`src/source/tcdm_settings.svh`:
```
// Group-wide sizing macros
// Tile count, bank depth and word width

`ifndef TCDM_SETTINGS_SVH
`define TCDM_SETTINGS_SVH

// Tiles in the group, one bank each
`define TCDM_NUM_TILES 4

// Words per bank
`define TCDM_BANK_ROWS 64

// Word width in bits
`define TCDM_DATA_WIDTH 32

`endif

```
`src/source/tcdm_pkg.sv`:
```
// Shared types of the tile-to-bank interconnect
// Address, index, row, data and byte-enable types
`default_nettype none

`include "tcdm_settings.svh"

package tcdm_pkg;

  // Tile or bank index
  typedef logic [$clog2(`TCDM_NUM_TILES)-1:0] tile_idx_t;

  // Row inside one bank
  typedef logic [$clog2(`TCDM_BANK_ROWS)-1:0] row_t;

  // One data word and its byte enables
  typedef logic [`TCDM_DATA_WIDTH-1:0] data_t;
  typedef logic [`TCDM_DATA_WIDTH/8-1:0] strb_t;

  // Byte address with row, tile and byte offset from high to low
  typedef logic [$clog2(`TCDM_DATA_WIDTH/8) + $bits(tile_idx_t) + $bits(row_t)-1:0]
    tcdm_addr_t;

endpackage

`default_nettype wire

```
`src/source/tcdm_req_if.sv`:
```
// Request bundle into one bank from all tiles
// Decoder and bank modports
`default_nettype none

`include "tcdm_settings.svh"

interface tcdm_req_if;

  // One entry per initiating tile
  logic            [`TCDM_NUM_TILES-1:0] valid;
  logic            [`TCDM_NUM_TILES-1:0] ready;
  tcdm_pkg::row_t  [`TCDM_NUM_TILES-1:0] row;
  logic            [`TCDM_NUM_TILES-1:0] wen;
  tcdm_pkg::data_t [`TCDM_NUM_TILES-1:0] wdata;
  tcdm_pkg::strb_t [`TCDM_NUM_TILES-1:0] be;

  modport decoder (
    output valid, row, wen, wdata, be,
    input  ready
  );

  modport bank (
    input  valid, row, wen, wdata, be,
    output ready
  );

endinterface

`default_nettype wire

```
`src/source/tcdm_resp_if.sv`:
```
// Response bundle from one bank toward the tiles
// Bank and router modports
`default_nettype none

interface tcdm_resp_if;

  logic                valid;
  logic                ready;
  tcdm_pkg::tile_idx_t ini;
  tcdm_pkg::data_t     rdata;

  modport bank (
    output valid, ini, rdata,
    input  ready
  );

  modport router (
    input  valid, ini, rdata,
    output ready
  );

endinterface

`default_nettype wire

```
`src/source/tcdm_bank.sv`:
```
// Memory bank with round-robin arbitration among tiles
// Byte-enabled writes, registered read response slot
`default_nettype none

`include "tcdm_settings.svh"

module tcdm_bank (
  input  logic      clk_i,
  input  logic      rst_n_i,
  tcdm_req_if.bank  req,
  tcdm_resp_if.bank resp
);

  localparam int unsigned NumBytes = $bits(tcdm_pkg::strb_t);

  tcdm_pkg::data_t     mem_q [`TCDM_BANK_ROWS];
  tcdm_pkg::tile_idx_t rr_q;
  tcdm_pkg::tile_idx_t gnt_idx;
  logic                gnt_found;
  logic                grant;
  tcdm_pkg::row_t      gnt_row;
  logic                gnt_wen;
  logic                slot_valid_q;
  tcdm_pkg::tile_idx_t slot_ini_q;
  tcdm_pkg::data_t     slot_rdata_q;

  // First requester at or after the pointer
  always_comb begin
    tcdm_pkg::tile_idx_t idx;
    gnt_found = 1'b0;
    gnt_idx   = rr_q;
    for (int off = 0; off < `TCDM_NUM_TILES; off++) begin
      idx = rr_q + tcdm_pkg::tile_idx_t'(off);
      if (!gnt_found && req.valid[idx]) begin
        gnt_found = 1'b1;
        gnt_idx   = idx;
      end
    end
  end

  // Stall while the slot holds an undrained response
  assign grant   = gnt_found && (!slot_valid_q || resp.ready);
  assign gnt_row = req.row[gnt_idx];
  assign gnt_wen = req.wen[gnt_idx];

  always_comb begin
    req.ready = '0;
    if (grant) begin
      req.ready[gnt_idx] = 1'b1;
    end
  end

  always_ff @(posedge clk_i) begin
    if (grant && gnt_wen) begin
      for (int i = 0; i < NumBytes; i++) begin
        if (req.be[gnt_idx][i]) begin
          mem_q[gnt_row][8*i +: 8] <= req.wdata[gnt_idx][8*i +: 8];
        end
      end
    end
  end

  always_ff @(posedge clk_i) begin
    if (grant && !gnt_wen) begin
      slot_ini_q   <= gnt_idx;
      slot_rdata_q <= mem_q[gnt_row];
    end
  end

  always_ff @(posedge clk_i or negedge rst_n_i) begin
    if (!rst_n_i) begin
      rr_q         <= '0;
      slot_valid_q <= 1'b0;
    end else begin
      if (grant) begin
        rr_q <= gnt_idx + 1'b1;
      end
      // Writes leave the slot alone
      if (grant && !gnt_wen) begin
        slot_valid_q <= 1'b1;
      end else if (resp.ready) begin
        slot_valid_q <= 1'b0;
      end
    end
  end

  assign resp.valid = slot_valid_q;
  assign resp.ini   = slot_ini_q;
  assign resp.rdata = slot_rdata_q;

endmodule

`default_nettype wire

```
`src/flat_wrapper.sv`:
```
// flat-port wrapper written by rule: the top's interface ports become plain ports
module tcdm_bank_flat 
  (clk_i, rst_n_i, req_valid, req_row, req_wen, req_wdata, req_be, req_ready, resp_valid, resp_ini, resp_rdata, resp_ready);
  tcdm_req_if req_i ();
  tcdm_resp_if resp_i ();
  input  logic clk_i;
  input  logic rst_n_i;
  input wire logic [$bits(req_i.valid)-1:0] req_valid;
  input wire logic [$bits(req_i.row)-1:0] req_row;
  input wire logic [$bits(req_i.wen)-1:0] req_wen;
  input wire logic [$bits(req_i.wdata)-1:0] req_wdata;
  input wire logic [$bits(req_i.be)-1:0] req_be;
  output wire logic [$bits(req_i.ready)-1:0] req_ready;
  output wire logic [$bits(resp_i.valid)-1:0] resp_valid;
  output wire logic [$bits(resp_i.ini)-1:0] resp_ini;
  output wire logic [$bits(resp_i.rdata)-1:0] resp_rdata;
  input wire logic [$bits(resp_i.ready)-1:0] resp_ready;
  assign req_i.valid = req_valid;
  assign req_i.row = req_row;
  assign req_i.wen = req_wen;
  assign req_i.wdata = req_wdata;
  assign req_i.be = req_be;
  assign req_ready = req_i.ready;
  assign resp_valid = resp_i.valid;
  assign resp_ini = resp_i.ini;
  assign resp_rdata = resp_i.rdata;
  assign resp_i.ready = resp_ready;
  tcdm_bank u_core (.clk_i(clk_i), .rst_n_i(rst_n_i), .req(req_i), .resp(resp_i));
endmodule
```
`config.mk`:
```
export PLATFORM = sky130hd
export DESIGN_NAME = tcdm_bank_flat
export DESIGN_NICKNAME = d
export VERILOG_FILES = /design/src/source/tcdm_pkg.sv /design/src/source/tcdm_req_if.sv /design/src/source/tcdm_resp_if.sv /design/src/source/tcdm_bank.sv /design/src/flat_wrapper.sv
export VERILOG_INCLUDE_DIRS = /design/src /design/src/source
export SDC_FILE = /design/constraint.sdc
export NUM_CORES = 2
export LEC_CHECK = 0
export BUFFER_PORTS_ARGS = -buffer_cell sky130_fd_sc_hd__buf_2
export CELL_PAD_IN_SITES_DETAIL_PLACEMENT = 0
export CELL_PAD_IN_SITES_GLOBAL_PLACEMENT = 1
export CORE_MARGIN = 1
export CORE_UTILIZATION = 35
export DETAILED_ROUTE_END_ITERATION = 10
export PLACE_DENSITY_LB_ADDON = 0.3
export SKIP_CTS_REPAIR_TIMING = 1
export SYNTH_ARGS = -nofsm -noshare
export SYNTH_HDL_FRONTEND = slang
export SYNTH_SLANG_ARGS = --single-unit
```
`constraint.sdc`:
```
create_clock -name clk_i -period 10.05 [get_ports clk_i]
set_input_delay 0.5025 -clock clk_i [delete_from_list [all_inputs] [get_ports clk_i]]
set_output_delay 0.5025 -clock clk_i [all_outputs]
set_load 0.01 [all_outputs]
```
# Word-level counts from Yosys, hierarchy flattened
# Memory sizes are Yosys's and may differ from the RTL's. A register that Yosys moved wholly into a read port is not among the register bits.
# Index checks and enable logic that the tools add are counted.
# Widths: inputs -> output; s select.
[word_totals]
mem_bits_rw = 2048
inputBits = 179
mem_count = 1
output_inout_bits = 39
regBits = 5
elab_cells = 68
[op_classes]
n_addsub = 4
reduce_logical = 14
magnitude_cmp = 6
muxes = 40
[memory_table]
columns = ["memory", "depth", "width", "rd", "rd_clocked_by_memory_dff", "wr", "line", "source"]
rows = [
  ["u_core.mem_q", 64, 32, 1, 1, 1, "tcdm_bank.sv:16", "tcdm_pkg::data_t mem_q [`TCDM_BANK_ROWS];"],
]
[ops]
columns = ["cell", "n"]
rows = [
  ["$bmux 32 s2", 1],
  ["$mux 32", 1],
  ["$mux 1", 24],
  ["$lt 2x3->1 const B", 5],
  ["$bmux 6 s2", 1],
  ["$bmux 1 s2", 5],
  ["$bmux 4 s2", 1],
  ["$mux 4", 2],
  ["$logic_and 1x1->1", 7],
  ["$mux 2", 3],
  ["$mux 6", 1],
  ["$logic_not 1->1", 5],
  ["$add 2x1->2 const B", 2],
  ["$add 2x2->2 const B", 2],
  ["$demux 1 s2", 1],
  ["$ge 2x1->1 const B", 1],
  ["$reduce_bool 2->1", 1],
  ["$logic_or 1x1->1", 1],
]

# Logic depth before layout (Yosys ltp)
[depth]
word_depth = 17
mapped_depth = 18
ltp_nobuf = 11

# Least setup slack after synthesis
# Ideal clock, no wire load.
[synth_path]
path_type = "input -> register"
start = "input req_valid[1]"
end = "memory u_core.mem_q[0][14] (netlist name) (data pin)"
setup_ns = 0.588
t_arrival_ns = 4.180
setup_slack_ns = 5.281
required_ns = 9.462
cell_stages = 10
cell_sequence = "o22ai_1 -> a221o_1 -> nor2_2 -> inv_2 -> clkbuf_1 -> clkbuf_1 -> buf_1 -> nand2_1 -> and3_1 -> a31oi_1"
[synth_between]
elab_chain_cells = 14
[synth_lines]
columns = ["element", "line", "source"]
rows = [
  ["from (decl)", "flat_wrapper.sv:8", "input wire logic [$bits(req_i.valid)-1:0] req_valid;"],
  ["$bmux 1 s2", "tcdm_bank.sv:34", "if (!gnt_found && req.valid[idx]) begin"],
  ["$mux 1 (implied by the code)", "tcdm_bank.sv:34", ""],
  ["$mux 1", "tcdm_bank.sv:34", ""],
  ["$logic_not 1->1", "tcdm_bank.sv:34", ""],
  ["$logic_and 1x1->1", "tcdm_bank.sv:34", ""],
  ["$mux 1", "tcdm_bank.sv:34", ""],
  ["$logic_not 1->1", "tcdm_bank.sv:34", ""],
  ["$logic_and 1x1->1", "tcdm_bank.sv:34", ""],
  ["$mux 1", "tcdm_bank.sv:34", ""],
  ["$logic_not 1->1", "tcdm_bank.sv:34", ""],
  ["$logic_and 1x1->1", "tcdm_bank.sv:34", ""],
  ["$mux 2 *", "tcdm_bank.sv:34", ""],
  ["$bmux 32 s2 *", "tcdm_bank.sv:57", "mem_q[gnt_row][8*i +: 8] <= req.wdata[gnt_idx][8*i +: 8];"],
  ["$mux 32 *", "n/a", ""],
  ["to (decl)", "tcdm_bank.sv:16", ""],
]
# Mark *: on every way between the ends. The rest lies on a longest branch, timed or not. The select of a mux whose other input is x is not followed.

# Worst setup path after layout
[layout_path]
start = "register u_core.rr_q[1]"
end = "memory u_core.mem_q[5][6] (netlist name), enable pin"
[layout_between]
elab_chain_cells = 17
[layout_lines]
columns = ["element", "line", "source"]
rows = [
  ["from (decl)", "tcdm_bank.sv:17", "tcdm_pkg::tile_idx_t rr_q;"],
  ["from (signal assigned)", "tcdm_bank.sv:76", "rr_q <= gnt_idx + 1'b1;"],
  ["parallel branches: the longest is 17 deep, another holds $add 2x1->2", "n/a", ""],
]
# Several ways; the timed one is not identified. The select of a mux whose other input is x is not followed.

==> reports/results.ini <==
[clocking]
cts_sinks = 2085
worstSkewPairLatency_ns = 0.85
clk_transition_reported_paths_ns = 0.06
clock-root-buffer = sky130_fd_sc_hd__clkbuf_16
cts_buffers = 211
clock_tree.buffer_depth = 3
htree_num_levels = 4
cts_tree = yes

[yosys]
mappedNetlistArea_mm2 = 0.08122
synth_async_sr_flop_share = 0.001439
synth_warnings = 0
ys_top_cells_by_area = sky130_fd_sc_hd__edfxtp_1, sky130_fd_sc_hd__a22oi_1, sky130_fd_sc_hd__mux2_2, sky130_fd_sc_hd__nand2_1, sky130_fd_sc_hd__nor3_1
synth_seq_cells = 2085
synthFlopType = sky130_fd_sc_hd__edfxtp_1
netlist.area_leader.share = 0.7698
yosys.cell_types.count = 77
syn-num-nets = 5098
netlist.top_cell.by_area = sky130_fd_sc_hd__edfxtp_1
number_of_enable_type_register_cells_in_the_synthesized_netlist = 2082
postSynthAreaPerCell_um2 = 16.52
syn_inst = 4915
synth.yosys.seq_area_share = 0.7707

[routing]
wl_met1_um = 112600
drc_errors = 0
met2_wirelength_um = 128100
met3_wirelength_um = 25870
routed_wire_length_per_instance_um = 32.29
detail_route.first_pass.iterations = 6
postRouteAntennaNets = 0
wirelength_um = 272900
drt_iter0_drc = 6843
top_layer_used = met4
via_per_inst = 5.881
routed-via-count = 49700

[sta]
final.setup.tns_ns = 0
worst_slew_margin_rel = 0.01073
max_freq_mhz = 163.3
worst_clock_skew_ns = 0.03811
setup_violations = 0
final.period_utilization = 0.6094
timing.final.crit_period_ns = 6.125
number_of_hold_slack_violations_in_the_final_timing_report = 0
max_slew.worst_pin.slew_ns = 1.473
maxSlewViolCount = 0
rsz_0062_raised_after_global_routing = no
fin_worst_hold_slack_ns = 0.04940

[finish]
drive_above_1_share = 0.2128
areaGrowthSynthToFinish_pct = 16.00
final_cell_mix = sky130_fd_sc_hd__edfxtp_1, sky130_fd_sc_hd__a22oi_1, sky130_fd_sc_hd__nand2_1
nNetsFinal = 5417
final_common_cell = sky130_fd_sc_hd__edfxtp_1
fin_cells = 8451

[pwr]
power.density_cell_area_mw_per_mm2 = 333.6
p_leak_uw = 0.02948
swShare = 0.4038
p_int_uw = 18730
relative_contribution_of_the_clock_network_to_total_power = 0.247
sequentialPowerShare = 0.374
pwr-share-comb = 0.378
peakVddDrop_uv = 254.1
switchingPower_uw = 12690

[run_status]
failed_checks = capacitance limit
run_status = complete, but fails checks

[critical_path]
timing.critical_path.mode_cell = sky130_fd_sc_hd__buf_4
worst_path_dominant_cell_family = simple AND/OR/NAND/NOR gates
cp_slowest_stage_delay_ns = 1.08
launching_element_of_the_worst_setup_path = u_core.rr_q[1]$_DFFE_PN0P_
critical_path_arrival_ns = 6.56
crit_type = reg2reg
timing.critical_path.fanout_max = 31
cp-end-kind = flip-flop
worst_r2r_endpoint = u_core.mem_q[5][6]$_DFFE_PP_
wp_buf_inv = 3
crit_slowest_cell = sky130_fd_sc_hd__nor3_1
critical_path.startpoint_type = flip-flop
reg2reg_depth = 11
crit_path_cell_trace = o22ai_1 -> a221o_1 -> nor2_4 -> clkinv_2 -> mux2i_1 -> mux2i_4 -> buf_4 -> nor2_1 -> nand2_2 -> buf_4 -> nor3_1
setup.reg_to_reg.worst_slack_ns = 3.93
r2r-start = u_core.rr_q[1]$_DFFE_PN0P_
worst_ep_required_time_ns = 10.49

[grt]
vias_in_the_first_global_route = 48670
antenna_found_initial = 16
globalRoute.totalOverflow = 0
grt_first_pass_wirelength_um = 380400
pin_count_of_the_biggest_net_entering_global_routing = 111
grt_usage = 0.2273

[min_path]
min_path_cells = 3
worst_hold_path.endpoint = u_core.resp.valid$_DFFE_PN0P_
min_delay_startpoint = resp_ready
min_path_type = in2reg

[place]
port_buffers = 217
dp_hpwl_um = 157500
finalWeightedCongestion = 0.8336
placed_cells_incl_taps = 8039

[floorplan]
die_area_mm2 = 0.2340
core_box_area_mm2 = 0.2303
ioPinCount = 218
core.rowCount = 176
start_util = 0.3526
die_width_um = 483.7
die_y_um = 483.7

[job]
maxCapViolCount = 1

==> cells in the mapped netlist, drive strengths merged (4+ instances only) <==
master and number:
and2 6, or3 6, a41oi 6, a2111oi 8
a32o 15, nor2 44, a211o 4, o22ai 55
mux2i 128, or4 16, a221oi 50, a21o 4
nand4b 5, o32a 4, a32oi 117, o221ai 4
nand3 84, or4b 4, a31oi 211, nor4 16
o2bb2ai 6, o22a 18, nand4 9, clkbuf 161
mux2 251, a211oi 6, edfxtp 2082, and3 46
o21ai 38, nand2 368, a22o 32, a31o 14
a21oi 151, o211ai 12, a22oi 409, buf 212
ha 4, nor3 272
==> state kept, by name, summed over array words and instances, names as in the netlist <==
name,count
u_core.resp.ini,2
u_core.mem_q,2048
u_core.rr_q,2
u_core.resp.rdata,32
u_core.resp.valid,1
==> final cells by class <==
class                      count  area [µm²]
fill                       20790      136100
sequential                  2085       62600
multi-input combinational   2454       17860
clock buffer                 258        5520
tap                         3026        3786
timing repair buffer         479        3176
clock inverter               143        1246
inverter                       3       15.01
antenna                        3       7.507
==> kinds of logic (layout without fill, tap and decap cells) <==
logic type | count (synthesis) | in the layout | share of synthesized area
muxes | 380 | 380 | 0.05085
buffers and inverters | 376 | 883 | 0.02089
AOI/OAI and AO/OA | 1187 | 1187 | 0.1052
adders and majority gates | 4 | 4 | 0.0006163
DFF | 2085 | 2085 | 0.7707
other | 0 | 3 | 0
and+or+nand+nor | 883 | 883 | 0.05176
==> how the worst max path moves through the flow <==
stage / to / slack [ns] / cells after the start
6_report: u_core.mem_q[5][6]$_DFFE_PP_ / 3.93 / 11
3_5_place_dp: u_core.resp.rdata[29]$_DFFE_PP_ / 3.57 / 13
4_1_cts: u_core.resp.rdata[29]$_DFFE_PP_ / 3.85 / 12
5_1_grt: u_core.mem_q[5][6]$_DFFE_PP_ / 3.69 / 11
2_1_floorplan: u_core.mem_q[0][14]$_DFFE_PP_ / 5.28 / 10
3_3_place_gp: u_core.resp.rdata[29]$_DFFE_PP_ / 3.54 / 13
==> worst reg2reg max path, stage by stage, from the launching register on <==
cell	delay [ns]
sky130_fd_sc_hd__dfrtp_1	0.46
sky130_fd_sc_hd__o22ai_1	0.16
sky130_fd_sc_hd__a221o_1	0.44
sky130_fd_sc_hd__nor2_4	0.43
sky130_fd_sc_hd__clkinv_2	0.46
sky130_fd_sc_hd__mux2i_1	0.41
sky130_fd_sc_hd__mux2i_4	0.16
sky130_fd_sc_hd__buf_4	0.29
sky130_fd_sc_hd__nor2_1	0.55
sky130_fd_sc_hd__nand2_2	0.72
sky130_fd_sc_hd__buf_4	0.54
sky130_fd_sc_hd__nor3_1	1.11
==> per-stage QoR <==
| step | util | setup WS, ns | power (µW) | instance area [µm²] |
|---|---|---|---|---|
| 2_1_floorplan | - | 5.281 | 17920 | 81220 |
| 3_3_place_gp | 0.3790 | 3.539 | 23660 | 87310 |
| 3_5_place_dp | 0.3791 | 3.569 | 23740 | 87330 |
| 4_1_cts | 0.4085 | 3.846 | 31420 | 94100 |
| 5_1_grt | 0.4090 | 3.695 | 32200 | 94210 |
| 6_report | 0.4090 | 3.925 | 31420 | 94210 |
==> power by group through the flow <==
stage / logic, µW / registers (µW) / clock network (µW)
3_5_place_dp: 11800 / 11900 / 0
4_1_cts: 11800 / 11800 / 7840
6_report: 11900 / 11800 / 7780
5_1_grt: 12300 / 11800 / 8150
2_1_floorplan: 5910 / 12000 / 0
3_3_place_gp: 11700 / 11900 / 0
==> routing by layer <==
metal	GRT usage	vias up
li1	-	20760
met1	0.3156	25930
met2	0.3649	2688
met4	0.05732	0
met3	0.04448	326
met5	0	-
No activity file was read; power rests on OpenSTA's default activity.
